--- src/logic/sifhPkg.sv ---
package sifhPkg;

    localparam int NP              = 12;   // sample width
    localparam int NB              = 6;    // bin address width
    localparam int BIN_NUM_PER_HIS = 64;   // bins per pixel and pass
    localparam int PIXEL_NUM       = 4;
    localparam int DATA_NUM        = 4;    // samples per pixel per acquisition
    localparam int ACQ_NUM         = 8;    // acquisitions per pass
    localparam int PEAK_MAX        = 8;    // count width
    localparam int BIN_NUM_PER_RAM = PIXEL_NUM * BIN_NUM_PER_HIS;
    localparam int SETTLE_CYCLES   = 2;    // gap after a pass

    // sample and bin widths
    typedef logic [NP-1:0] sampleT;
    typedef logic [NB-1:0] binAddrT;

    typedef logic [PEAK_MAX-1:0] countT;

    typedef logic [$clog2(PIXEL_NUM)-1:0] pixelIdxT;
    typedef logic [$clog2(BIN_NUM_PER_RAM)-1:0] memAddrT;   // pixel base plus bin

    // pass sequencing
    typedef enum logic [2:0] {
        COARSE,
        COARSE_SETTLE,
        FINE,
        FINE_SETTLE,
        READOUT
    } seqStateT;

endpackage

--- src/logic/acqSequencer.sv ---
`timescale 1ns/10ps

module acqSequencer (
    input  logic              clk,
    input  logic              combin_res,
    input  logic              wrEn,
    output logic              sampleAccept,
    output sifhPkg::pixelIdxT pixelIdx,
    output logic              hisNum,
    output logic              passClear,
    output logic              windowLoad,
    output logic              acqFinish,
    output logic              peakDone,
    output logic              readEn,
    output sifhPkg::pixelIdxT readIdx
);

    sifhPkg::seqStateT state;

    logic [$clog2(sifhPkg::DATA_NUM)-1:0]        inputCnt;
    logic [$clog2(sifhPkg::ACQ_NUM)-1:0]         acqCnt;
    logic [$clog2(sifhPkg::SETTLE_CYCLES+1)-1:0] settleCnt;
    logic lastSample;
    logic settleDone;
    logic readDone;

    // samples only taken in a pass, never on its clear cycle
    assign sampleAccept = wrEn && !passClear &&
                          (state == sifhPkg::COARSE || state == sifhPkg::FINE);

    assign lastSample = sampleAccept &&
                        (inputCnt == sifhPkg::DATA_NUM - 1) &&
                        (pixelIdx == sifhPkg::PIXEL_NUM - 1) &&
                        (acqCnt == sifhPkg::ACQ_NUM - 1);

    assign settleDone = (settleCnt == sifhPkg::SETTLE_CYCLES - 1);
    assign readDone   = (readIdx == sifhPkg::PIXEL_NUM - 1);
    assign windowLoad = (state == sifhPkg::COARSE_SETTLE) && settleDone;
    assign readEn     = (state == sifhPkg::READOUT);

    // nested input / pixel / acquisition counters
    always_ff @(posedge clk or negedge combin_res) begin
        if (!combin_res) begin
            inputCnt <= '0;
            pixelIdx <= '0;
            acqCnt   <= '0;
        end else if (sampleAccept) begin
            if (inputCnt == sifhPkg::DATA_NUM - 1) begin
                inputCnt <= '0;
                if (pixelIdx == sifhPkg::PIXEL_NUM - 1) begin
                    pixelIdx <= '0;
                    if (acqCnt == sifhPkg::ACQ_NUM - 1) begin
                        acqCnt <= '0;   // pass complete
                    end else begin
                        acqCnt <= acqCnt + 1'b1;
                    end
                end else begin
                    pixelIdx <= pixelIdx + 1'b1;
                end
            end else begin
                inputCnt <= inputCnt + 1'b1;
            end
        end
    end

    always_ff @(posedge clk or negedge combin_res) begin
        if (!combin_res) begin
            state     <= sifhPkg::COARSE;
            hisNum    <= 1'b0;
            passClear <= 1'b0;
            peakDone  <= 1'b0;
            acqFinish <= 1'b0;
            settleCnt <= '0;
            readIdx   <= '0;
        end else begin
            passClear <= 1'b0;
            peakDone  <= 1'b0;
            acqFinish <= lastSample;   // one cycle after the final sample
            case (state)
                sifhPkg::COARSE: begin
                    if (lastSample) begin
                        state     <= sifhPkg::COARSE_SETTLE;
                        settleCnt <= '0;
                    end
                end
                sifhPkg::COARSE_SETTLE: begin
                    if (settleDone) begin
                        state     <= sifhPkg::FINE;
                        hisNum    <= 1'b1;
                        passClear <= 1'b1;
                        peakDone  <= 1'b1;
                    end else begin
                        settleCnt <= settleCnt + 1'b1;
                    end
                end
                sifhPkg::FINE: begin
                    if (lastSample) begin
                        state     <= sifhPkg::FINE_SETTLE;
                        settleCnt <= '0;
                    end
                end
                sifhPkg::FINE_SETTLE: begin
                    if (settleDone) begin
                        state   <= sifhPkg::READOUT;
                        readIdx <= '0;
                    end else begin
                        settleCnt <= settleCnt + 1'b1;
                    end
                end
                sifhPkg::READOUT: begin
                    if (readDone) begin
                        state     <= sifhPkg::COARSE;   // back to a fresh coarse pass
                        hisNum    <= 1'b0;
                        passClear <= 1'b1;
                    end else begin
                        readIdx <= readIdx + 1'b1;
                    end
                end
                default: state <= sifhPkg::COARSE;
            endcase
        end
    end

    // a strobe on a clear cycle would be dropped
    clearNoAccept: assert property (@(posedge clk) disable iff (!combin_res)
        passClear |-> !wrEn);

    // source must hold off while settling or reading out
    wrEnInPass: assert property (@(posedge clk) disable iff (!combin_res)
        wrEn |-> (state == sifhPkg::COARSE || state == sifhPkg::FINE))
        else $warning("wrEn high outside a pass, sample ignored");

endmodule

--- src/logic/sampleWindow.sv ---
`timescale 1ns/10ps

module sampleWindow (
    input  logic                                        clk,
    input  logic                                        combin_res,
    input  sifhPkg::sampleT                             data,
    input  sifhPkg::pixelIdxT                           pixelIdx,
    input  logic                                        sampleAccept,
    input  logic                                        hisNum,
    input  logic                                        windowLoad,
    input  logic [sifhPkg::PIXEL_NUM*sifhPkg::NB-1:0]   coarsePeak,
    output sifhPkg::memAddrT                            memAddr,
    output sifhPkg::binAddrT                            binAddr,
    output logic                                        binHit
);

    sifhPkg::sampleT winStart [sifhPkg::PIXEL_NUM];   // fine window start per pixel
    sifhPkg::sampleT curStart;
    sifhPkg::sampleT offset;
    logic            inWindow;

    // window placed half a window below the coarse peak, kept inside the sample range
    function automatic sifhPkg::sampleT clampStart(input sifhPkg::binAddrT peakBin);
        sifhPkg::sampleT centre;
        sifhPkg::sampleT maxStart;
        centre   = sifhPkg::sampleT'(peakBin) << (sifhPkg::NP - sifhPkg::NB);
        maxStart = sifhPkg::sampleT'((1 << sifhPkg::NP) - sifhPkg::BIN_NUM_PER_HIS);
        if (centre < sifhPkg::sampleT'(sifhPkg::BIN_NUM_PER_HIS / 2)) begin
            clampStart = '0;   // low end clamp
        end else begin
            clampStart = centre - sifhPkg::sampleT'(sifhPkg::BIN_NUM_PER_HIS / 2);
            if (clampStart > maxStart) begin
                clampStart = maxStart;   // high end clamp
            end
        end
    endfunction

    always_ff @(posedge clk or negedge combin_res) begin
        if (!combin_res) begin
            for (int p = 0; p < sifhPkg::PIXEL_NUM; p++) begin
                winStart[p] <= '0;
            end
        end else if (windowLoad) begin
            for (int p = 0; p < sifhPkg::PIXEL_NUM; p++) begin
                winStart[p] <= clampStart(coarsePeak[p*sifhPkg::NB +: sifhPkg::NB]);
            end
        end
    end

    always_comb begin
        curStart = winStart[pixelIdx];
        offset   = data - curStart;
        inWindow = (data >= curStart) && (offset < sifhPkg::BIN_NUM_PER_HIS);
        if (!hisNum) begin
            binAddr = data[sifhPkg::NP-1 -: sifhPkg::NB];   // top bits only
            binHit  = sampleAccept;
        end else begin
            binAddr = offset[sifhPkg::NB-1:0];   // one unit per bin
            binHit  = sampleAccept && inWindow;
        end
    end

    assign memAddr = {pixelIdx, binAddr};

endmodule

--- src/logic/histogramMemory.sv ---
`timescale 1ns/10ps

module histogramMemory (
    input  logic              clk,
    input  logic              combin_res,
    input  sifhPkg::memAddrT  memAddr,
    input  sifhPkg::binAddrT  binAddr,
    input  sifhPkg::pixelIdxT pixelIdx,
    input  logic              binHit,
    input  logic              passClear,
    output sifhPkg::countT    binCounts,
    output logic              countStrobe,
    output sifhPkg::binAddrT  binAddrQ,
    output sifhPkg::pixelIdxT pixelIdxQ
);

    sifhPkg::countT countMem [sifhPkg::BIN_NUM_PER_RAM];
    logic [sifhPkg::BIN_NUM_PER_RAM-1:0] validBits;   // entry written this pass

    sifhPkg::memAddrT wrAddr;
    logic             wrPend;   // write of binCounts still to land
    sifhPkg::countT   oldCount;
    sifhPkg::countT   newCount;

    always_comb begin
        if (wrPend && (wrAddr == memAddr)) begin
            oldCount = binCounts;   // forward pending write
        end else if (validBits[memAddr]) begin
            oldCount = countMem[memAddr];
        end else begin
            oldCount = '0;
        end
        newCount = oldCount + 1'b1;
    end

    always_ff @(posedge clk or negedge combin_res) begin
        if (!combin_res) begin
            validBits   <= '0;
            wrPend      <= 1'b0;
            binCounts   <= '0;
            countStrobe <= 1'b0;
        end else begin
            countStrobe <= binHit;
            wrPend      <= binHit;
            if (binHit) begin
                binCounts <= newCount;   // holds on dropped samples
            end
            if (passClear) begin
                validBits <= '0;   // whole histogram empty in one cycle
            end else if (wrPend) begin
                validBits[wrAddr] <= 1'b1;
            end
        end
    end

    // second pipeline stage, write back of the new count
    always_ff @(posedge clk) begin
        wrAddr    <= memAddr;
        binAddrQ  <= binAddr;
        pixelIdxQ <= pixelIdx;
        if (wrPend && !passClear) begin
            countMem[wrAddr] <= binCounts;
        end
    end

    noCountWrap: assert property (@(posedge clk) disable iff (!combin_res)
        countStrobe |-> (binCounts != '0));

endmodule

--- src/logic/peakTracker.sv ---
`timescale 1ns/10ps

module peakTracker (
    input  logic                                        clk,
    input  logic                                        combin_res,
    input  logic                                        countStrobe,
    input  sifhPkg::countT                              binCounts,
    input  sifhPkg::binAddrT                            binAddrQ,
    input  sifhPkg::pixelIdxT                           pixelIdxQ,
    input  logic                                        passClear,
    input  logic                                        hisNum,
    input  logic                                        readEn,
    input  sifhPkg::pixelIdxT                           readIdx,
    output logic [sifhPkg::PIXEL_NUM*sifhPkg::NB-1:0]   coarsePeak,
    output logic                                        resultValid,
    output sifhPkg::pixelIdxT                           resultPixel,
    output sifhPkg::binAddrT                            peakCH,
    output sifhPkg::binAddrT                            peakFH
);

    sifhPkg::countT   runMax    [sifhPkg::PIXEL_NUM];   // running maximum count
    sifhPkg::binAddrT runBin    [sifhPkg::PIXEL_NUM];   // bin that first reached it
    sifhPkg::binAddrT coarseBin [sifhPkg::PIXEL_NUM];   // frozen once fine pass starts
    logic             newPeak;

    // strictly greater, so a tie keeps the earlier bin
    assign newPeak = countStrobe && (binCounts > runMax[pixelIdxQ]);

    always_ff @(posedge clk or negedge combin_res) begin
        if (!combin_res) begin
            for (int p = 0; p < sifhPkg::PIXEL_NUM; p++) begin
                runMax[p]    <= '0;
                runBin[p]    <= '0;
                coarseBin[p] <= '0;
            end
        end else if (passClear) begin
            for (int p = 0; p < sifhPkg::PIXEL_NUM; p++) begin
                runMax[p] <= '0;
                runBin[p] <= '0;
                if (!hisNum) begin
                    coarseBin[p] <= '0;   // new frame
                end
            end
        end else if (newPeak) begin
            runMax[pixelIdxQ] <= binCounts;
            runBin[pixelIdxQ] <= binAddrQ;
            if (!hisNum) begin
                coarseBin[pixelIdxQ] <= binAddrQ;
            end
        end
    end

    always_comb begin
        for (int p = 0; p < sifhPkg::PIXEL_NUM; p++) begin
            coarsePeak[p*sifhPkg::NB +: sifhPkg::NB] = coarseBin[p];
        end
    end

    // readout straight from the trackers
    assign resultValid = readEn;
    assign resultPixel = readIdx;
    assign peakCH      = readEn ? coarseBin[readIdx] : '0;
    assign peakFH      = readEn ? runBin[readIdx] : '0;   // fine pass result

endmodule

--- src/logic/hisBuilderTop.sv ---
`timescale 1ns/10ps

module hisBuilderTop (
    input  logic              clk,
    input  logic              combin_res,
    input  logic              wrEn,
    input  sifhPkg::sampleT   data,
    output sifhPkg::countT    binCounts,
    output logic              hisNum,
    output logic              acqFinish,
    output logic              peakDone,
    output logic              resultValid,
    output sifhPkg::pixelIdxT resultPixel,
    output sifhPkg::binAddrT  peakCH,
    output sifhPkg::binAddrT  peakFH
);

    logic              sampleAccept;
    sifhPkg::pixelIdxT pixelIdx;
    logic              passClear;
    logic              windowLoad;
    logic              readEn;
    sifhPkg::pixelIdxT readIdx;

    sifhPkg::memAddrT  memAddr;
    sifhPkg::binAddrT  binAddr;
    logic              binHit;

    logic              countStrobe;
    sifhPkg::binAddrT  binAddrQ;
    sifhPkg::pixelIdxT pixelIdxQ;   // pixel aligned with binCounts

    logic [sifhPkg::PIXEL_NUM*sifhPkg::NB-1:0] coarsePeak;

    acqSequencer seq (
        .clk          (clk),
        .combin_res   (combin_res),
        .wrEn         (wrEn),
        .sampleAccept (sampleAccept),
        .pixelIdx     (pixelIdx),
        .hisNum       (hisNum),
        .passClear    (passClear),
        .windowLoad   (windowLoad),
        .acqFinish    (acqFinish),
        .peakDone     (peakDone),
        .readEn       (readEn),
        .readIdx      (readIdx)
    );

    sampleWindow win (
        .clk          (clk),
        .combin_res   (combin_res),
        .data         (data),
        .pixelIdx     (pixelIdx),
        .sampleAccept (sampleAccept),
        .hisNum       (hisNum),
        .windowLoad   (windowLoad),
        .coarsePeak   (coarsePeak),
        .memAddr      (memAddr),
        .binAddr      (binAddr),
        .binHit       (binHit)
    );

    histogramMemory mem (
        .clk         (clk),
        .combin_res  (combin_res),
        .memAddr     (memAddr),
        .binAddr     (binAddr),
        .pixelIdx    (pixelIdx),
        .binHit      (binHit),
        .passClear   (passClear),
        .binCounts   (binCounts),
        .countStrobe (countStrobe),
        .binAddrQ    (binAddrQ),
        .pixelIdxQ   (pixelIdxQ)
    );

    peakTracker peak (
        .clk         (clk),
        .combin_res  (combin_res),
        .countStrobe (countStrobe),
        .binCounts   (binCounts),
        .binAddrQ    (binAddrQ),
        .pixelIdxQ   (pixelIdxQ),
        .passClear   (passClear),
        .hisNum      (hisNum),
        .readEn      (readEn),
        .readIdx     (readIdx),
        .coarsePeak  (coarsePeak),
        .resultValid (resultValid),
        .resultPixel (resultPixel),
        .peakCH      (peakCH),
        .peakFH      (peakFH)
    );

endmodule

--- config.mk ---
export PLATFORM = sky130hd
export DESIGN_NAME = hisBuilderTop
export DESIGN_NICKNAME = d
export VERILOG_FILES = /design/src/logic/sifhPkg.sv /design/src/logic/acqSequencer.sv /design/src/logic/sampleWindow.sv /design/src/logic/histogramMemory.sv /design/src/logic/peakTracker.sv /design/src/logic/hisBuilderTop.sv
export SDC_FILE = /design/constraint.sdc
export NUM_CORES = 2
export LEC_CHECK = 0
export BUFFER_PORTS_ARGS = -buffer_cell sky130_fd_sc_hd__buf_2
export CAP_MARGIN = 5
export CORE_MARGIN = 4
export CORE_UTILIZATION = 40
export CTS_BUF_LIST = sky130_fd_sc_hd__clkbuf_2
export CTS_CLUSTER_SIZE = 20
export DETAILED_ROUTE_END_ITERATION = 16
export PLACE_DENSITY = 0.66
export SLEW_MARGIN = 10
export SYNTH_ARGS = -nofsm -noshare
export SYNTH_HDL_FRONTEND = slang
export SYNTH_HIERARCHICAL = 1
export SYNTH_SLANG_ARGS = --single-unit
export TNS_END_PERCENT = 5
--- constraint.sdc ---
create_clock -name clk -period 6.95 [get_ports clk]
set_input_delay 0.3475 -clock clk [delete_from_list [all_inputs] [get_ports clk]]
set_output_delay 0.3475 -clock clk [all_outputs]
set_load 0.005 [all_outputs]
**Word-level counts from Yosys, hierarchy flattened**

Memory sizes are Yosys's and may differ from the RTL's.
Index checks and enable logic that the tools add are counted.

- Register bits after elaboration: 427
- Memory bits (writable): 2,048
- Input bits: 15
- Output and inout port bits: 26
- Logic and storage cells: 186
- Memories kept: 1

- Add/subtract/negate cells: 11
- Order comparisons: 18
- Equality and inequality tests: 18
- Multiplexer cells: 71
- Bitwise operators: 5
- Reduce and logical (&&, ||, !) cells: 30

Memories:

| memory | depth | width | read ports | clocked after Yosys merged registers in | wr ports | line | text |
|---|---|---|---|---|---|---|---|
| mem.countMem | 256 | 8 | 1 | 0 | 1 | histogramMemory.sv:17 | `sifhPkg::countT countMem [sifhPkg::BIN_NUM_PER_RAM];` |

Operator list:

| operator | number |
|---|---|
| $mux 256 | 2 |
| $or 256x256->256 | 1 |
| $mux 12 | 10 |
| $mux 24 | 5 |
| $mux 32 | 2 |
| $mux 6 | 9 |
| $bwmux 24 | 2 |
| $gt 12x12->1 const B | 4 |
| $lt 12x6->1 const B | 4 |
| $sub 12x6->12 const B | 4 |
| $mux 8 | 5 |
| $bwmux 32 | 1 |
| $bmux 12 s2 | 1 |
| $bmux 6 s2 | 2 |
| $lt 8x9->1 const B | 2 |
| $mux 3 | 6 |
| $bmux 8 s2 | 1 |
| $demux 8 s2 | 1 |
| $pmux 3 s5 | 1 |
| $logic_and 1x1->1 | 13 |
| $demux 6 s2 | 1 |
| $ge 12x12->1 | 1 |
| $lt 12x7->1 const B | 1 |
| $mux 2 | 6 |
| other kinds (31) | 68 |

**Depth between registers and ports, before layout**

- Depth in word-level cells: 11
- Gate-level depth with buffers: 25
- Gate-level depth less buffers: 16

**By module**

Netlist, hierarchy kept.

By module, submodules not included:

| module | instances | cells each | area each (µm²) |
|---|---|---|---|
| histogramMemory | 1 | 5,070 | 92,483.7 |
| peakTracker | 1 | 411 | 4,161.5 |
| sampleWindow | 1 | 250 | 2,278.4 |
| acqSequencer | 1 | 69 | 840.8 |

**Worst setup path after synthesis**

Ideal clock, no wire load.

- Path kind: reg2reg
- Start: register mem.binCounts[3]
- End: register peak/runMax[10] (netlist name)
- Arrival: 5.303 ns
- Required time: 6.868 ns
- Slack: 1.565 ns
- Stages on the path, launching flop included: 9
- Buffers on the path: 1
- Clock period less this slack: 5.385 ns
- Path through: dfrtp_1 -> ha_1 -> nand4_1 -> nand2_1 -> a211o_1 -> a21boi_2 -> buf_6 -> nand2_1 -> a21oi_1

- Cells in the longest elaborated chain, start to end: 3

Ends and longest elaborated chain:

| what | line | text |
|---|---|---|
| start, declared | histogramMemory.sv:11 | `output sifhPkg::countT binCounts,` |
| start signal, assigned | histogramMemory.sv:46 | `binCounts <= newCount;` |
| $gt 8x8->1 | peakTracker.sv:27 | `assign newPeak = countStrobe && (binCounts > runMax[pixelIdxQ]);` |
| $logic_and 1x1->1 | peakTracker.sv:27 |  |
| $reduce_bool 2->1 (no line) | - |  |
| end signal, assigned by index | peakTracker.sv:45 | `runMax[pixelIdxQ] <= binCounts;` |
| end, declared | peakTracker.sv:21 | `sifhPkg::countT runMax [sifhPkg::PIXEL_NUM];` |

No other way between the ends.
A chain may end at the register's enable or synchronous reset.

**Final worst setup path**

- Start: register seq.pixelIdx[1]
- End: register mem.binCounts[7]

- Elaborated cells between the ends (all ways): 19
- Those cells by class: add/sub (2); order compare (2); eq/ne (1); mux (9); bitwise (1); reduce/logical (3); memory (1)

RTL lines:

| what | line | text |
|---|---|---|
| start, declared | acqSequencer.sv:8 | `output sifhPkg::pixelIdxT pixelIdx,` |
| start signal, assigned | acqSequencer.sv:58 | `pixelIdx <= pixelIdx + 1'b1;` |
| $not 2->3 (not written as such) * | sampleWindow.sv:51 | `curStart = winStart[pixelIdx];` |
| $bmux 12 s2 * | sampleWindow.sv:51 |  |
| $mux 12 (not written as such) * (2 in a row) | sampleWindow.sv:51 |  |
| $sub 12x12->12 | sampleWindow.sv:52 | `offset = data - curStart;` |
| $lt 12x7->1 | sampleWindow.sv:53 | `inWindow = (data >= curStart) && (offset < sifhPkg::BIN_NUM_PER_HIS);` |
| $logic_and 1x1->1 * | sampleWindow.sv:53 |  |
| $logic_and 1x1->1 * | sampleWindow.sv:59 | `binHit = sampleAccept && inWindow;` |
| $mux 1 * | sampleWindow.sv:54 | `if (!hisNum) begin` |
| named net binHit | hisBuilderTop.sv:27 | `logic binHit;` |

The timed path passes the listed nets; every way through them passes the cells marked *. The select of a mux whose other input is x is not followed.

==> run summary <==
Summed over all nets, wire length on met3 after detailed routing comes to 32110 um. The average routed wire per standard cell is 29.01 um. After detailed routing, the number of remaining DRC violations is 0.

The count of yosys warnings during synthesis came out at 6. The shortest clock period the worst path allows after layout came out at 6.632 ns. The detail route stage leaves a number of antenna-violating nets equal to 0. The synthesized design spends more area on one cell type than any other, namely edfxtp_1.

The HPWL after detailed placement came out at 176800 um. The number of nets handed over by synthesis was 5846. Compared with the post-synthesis result, the final layout area differs by 9.684%.

The area of the core came out at 0.2484 mm2. The via count of the first global-routing pass is 58540. The worst path required time came out at 8.71 ns. The total of endpoints with negative setup slack in the final report is 0. The tightest min-delay check is of the input pin to register type. The launching instance or port of the critical path is seq/pixelIdx[1]. The floorplan row count is 183.

The CTS buffer count is 620. The worst setup margin is 0.3177 ns. Setup repair after global routing left no endpoint under its margin. The register bit total from synthesis came out at 2455.

The final weighted congestion in routability-driven placement came out at 0.9305. The relative slew slack came out at 0.07455. The fraction of the yosys area taken by sequential cells came out at 0.7177. The leading cell type in the layout, fill and taps excluded is edfxtp_1. The cell count after synthesis is 5800.

The chip height came out at 507.4 um. The largest fanout on the critical path came out at 26. The top cell types in the final layout, fill and taps aside, are edfxtp_1, clkbuf_2, mux4_2.

The first-pass iteration count of the detailed router came out at 6. The total chip power came out at 32.07 mW. The cell total after placement is 8914. STA classifies the critical path startpoint as a register.

The share of layout cells above drive strength 1 came out at 0.2553. The worst register-to-register path ends at mem/binCounts[7]. The highest attainable clock frequency is 150.8 MHz. The final net count is 6290. The clock sink total is 2455. Internal power comes to 22.39 mW. The most used flip-flop cell after synthesis is edfxtp_1. The XOR/XNOR share of the synthesized area came out at 0.002370. The post-place setup slack came out at 0.8150 ns.

The fraction of the mapped netlist area in simple logic gates is 0.03666. The maximum number of buffers from clock root to sink came out at 4. The total overflow left after global routing is 0. The count of flip-flops with a built-in enable after synthesis came out at 2048.

The total wirelength of the detailed-routed design came out at 290800 um. Power spread over the standard cell area amounts to 293.1 mW/mm2. The worst hold-check slack is 0.2955 ns. For the final routed database, the setup TNS stands at 0 ns.

Data on the critical path arrives at its endpoint at 8.39 ns. The reported net switching power came out at 9.677 mW. The clock reaches the later pin of the worst-skew pair after 1.87 ns.

The worst reg2reg path startpoint is seq/pixelIdx[1]. The area taken by flip-flops and latches came out at 0.07164 mm2. The average instance in the mapped netlist occupies 17.20 um2.

The number of max-slew violations in the final report is 0. Setup slack on the worst reg-to-reg path comes out at 0.32 ns. The routed length on met1 is 110500 um. The initial antenna violation count is 16.

The proportion of netlist area held by the largest area contributor came out at 0.6164. IR analysis of the VDD net gives a maximum drop of 287.1 uV. The worst setup path is of the register to register kind. The uppermost layer routed is met5. The share of total power dissipated in combinational logic is 0.144. Summed over all nets, wire length on met2 after detailed routing comes to 134900 um. Of the total power, registers draw 0.559. The share of the cycle needed by the critical path after routing is 0.9543.

For this design the top-level I/O count stands at 41. By area the synthesized netlist is led by edfxtp_1, mux4_2, dfrtp_1. The via total after detailed routing came out at 58980. Counting distinct cell types in the post-synthesis netlist gives 94. In the routed layout, each cell is associated on average with a via count of 5.885. TritonCTS built the clock tree. The clock slew seen by the registers of the worst setup and hold paths came out at 0.10 ns.

The quantity of I/O buffers inserted on ports is 40. The area of the mapped netlist is 0.09976 mm2. The number of DRC markers after the initial detailed-route iteration came out at 8497. The area fraction in compound gates after synthesis is 0.06345.

The die covers 0.2575 mm2. The area used by multi-input combinational logic came out at 0.02489 mm2. The slew of the pin with the lowest slew margin is 1.379 ns. Of all flip-flops after synthesis, the portion carrying an async set or reset was 0.1593. By area, the combinational part of the netlist is dominated by multiplexers.

The layout filler cell count came out at 21790. In this run the clock root is driven by a clkbuf_2. The tool flagged a number of max-cap violations equal to 0. The final hold violation count came out at 0.

The global routing usage summed across all routing layers came out at 0.2216. The filler-free cell count of the finished design is 10020. The first global-routing pass estimated 416600 um of wire. The number of cells traversed by the worst register-to-register path came out at 15.

The flow ran to the end, and the final reports show no timing, DRC or antenna violations. Following the worst setup path forward leads to its endpoint at mem/binCounts[7]. The clock tree synthesis step divided the H-tree into 6 levels. The adder-cell share of the synthesized area came out at 0.003963. The fraction of power consumed by the clock network came out at 0.297. The proportion of total power due to net switching came out at 0.3017. The mux share of post-synthesis cell area is 0.1410. The starting density of the core is 0.4016. Clock skew on the completed layout was measured at 0.2303 ns.

Entering global routing, the biggest net connects 178 pins. The sort of element at the end of the critical path is a register. The floorplan die width came out at 507.4 um. The analysis attributes to cell leakage a power of 37.84 nW.
## power by group through the flow
stage	registers, mW	logic [mW]	clock network (mW)
2_1_floorplan	19.1	1.66	0
4_1_cts	17.9	4.52	9.76
3_3_place_gp	18.2	4.37	0
6_report	17.9	4.61	9.52
3_5_place_dp	18.3	4.50	0
5_1_grt	18.0	4.78	10.5
## cell usage after synthesis (14+ instances only)
library cell     n
a221o_1         25
mux4_2         468
nor4_1          17
and3_1          31
a21oi_1        153
mux2i_1        326
o221ai_1       119
nor2b_1         23
buf_2           40
buf_6           48
nand2b_1        19
nand4_1         18
nand3_1         48
dfrtp_1        391
and2_1          32
buf_1           36
nor2_1         306
ha_1            30
xnor2_1         16
buf_4           48
nor3_1          42
mux2_2          17
edfxtp_1      2048
a31oi_1         14
o21ai_0         68
a211oi_1        19
dfxtp_1         16
o22ai_1        358
inv_1          329
a22oi_1         60
clkbuf_1       236
nand2_1        210
## metal layers
| layer | vias to the layer above | GRT usage |
|---|---|---|
| met5 | - | 0.003519 |
| met4 | 10 | 0.1030 |
| met3 | 665 | 0.06019 |
| met2 | 3689 | 0.3392 |
| met1 | 30350 | 0.2958 |
| li1 | 24270 | - |
## how the worst min path moves through the flow
stage	from	to	slack, ns	cells after the start
2_1_floorplan	combin_res	mem/binCounts[0]	0.05	0
3_3_place_gp	seq/state[1]	seq/passClear	0.45	1
3_5_place_dp	seq/state[1]	seq/passClear	0.45	1
4_1_cts	wrEn	seq/inputCnt[1]	0.01	7
5_1_grt	data[6]	mem/binAddrQ[0]	0.15	4
6_report	data[0]	mem/binAddrQ[0]	0.30	4
## kinds of logic after synthesis
| logic type | after synthesis |
|---|---|
| XOR/XNOR | 27 |
| adder cells (fa/ha/maj) | 31 |
| AO/OA/AOI/OAI | 932 |
| AND/OR/NAND/NOR | 792 |
| buffers and inverters | 747 |
| multiplexers | 816 |
| flip-flops | 2455 |
## state kept, by name, indices dropped and copies added (netlist names), 2 cells and up
| name | count |
|---|---|
| mem/binAddrQ | 6 |
| mem/binCounts | 8 |
| mem/countMem | 2048 |
| mem/pixelIdxQ | 2 |
| mem/validBits | 256 |
| mem/wrAddr | 8 |
| peak/coarsePeak | 24 |
| peak/runBin | 24 |
| peak/runMax | 32 |
| seq/acqCnt | 3 |
| seq/inputCnt | 2 |
| seq/pixelIdx | 2 |
| seq/readIdx | 2 |
| seq/settleCnt | 2 |
| seq/state | 3 |
| win/winStart | 28 |
## stage by stage
step	utilization	instance area, um2
floorplan	-	99760
global placement	0.4170	103600
detailed placement	0.4170	103600
CTS	0.4404	109400
global route	0.4404	109400
finish	0.4405	109400
## critical path: stages (launching register included)
cell	delay, ns
dfrtp_1	0.38
buf_4	0.54
mux4_2	0.41
inv_1	0.11
fa_1	0.41
dlygate4sd3_1	0.57
a2111oi_0	0.39
dlygate4sd3_1	0.61
o211ai_1	0.08
dlygate4sd3_1	0.59
o32ai_2	0.21
dlygate4sd3_1	0.58
buf_4	0.11
dlygate4sd3_1	0.93
inv_1	0.29
a221o_1	0.40
## repair_timing
action | CTS | global route
endpoints found under the hold margin | 423 | 0
buffers inserted | 0 | 0
resized for setup | 0 | 0
hold buffers | 38 | 0
## area by class of cell
class / instances / share of cell area
Multi-Input combinational cell: 2598 / 0.2275
Sequential cell: 2455 / 0.6547
Tap cell: 3330 / 0.03808
Timing Repair Buffer: 236 / 0.01883
Clock inverter: 157 / 0.007867
Clock buffer: 906 / 0.04144
Antenna cell: 7 / 0.0001601
Inverter: 333 / 0.01147
(Power assumes the default switching activity.)
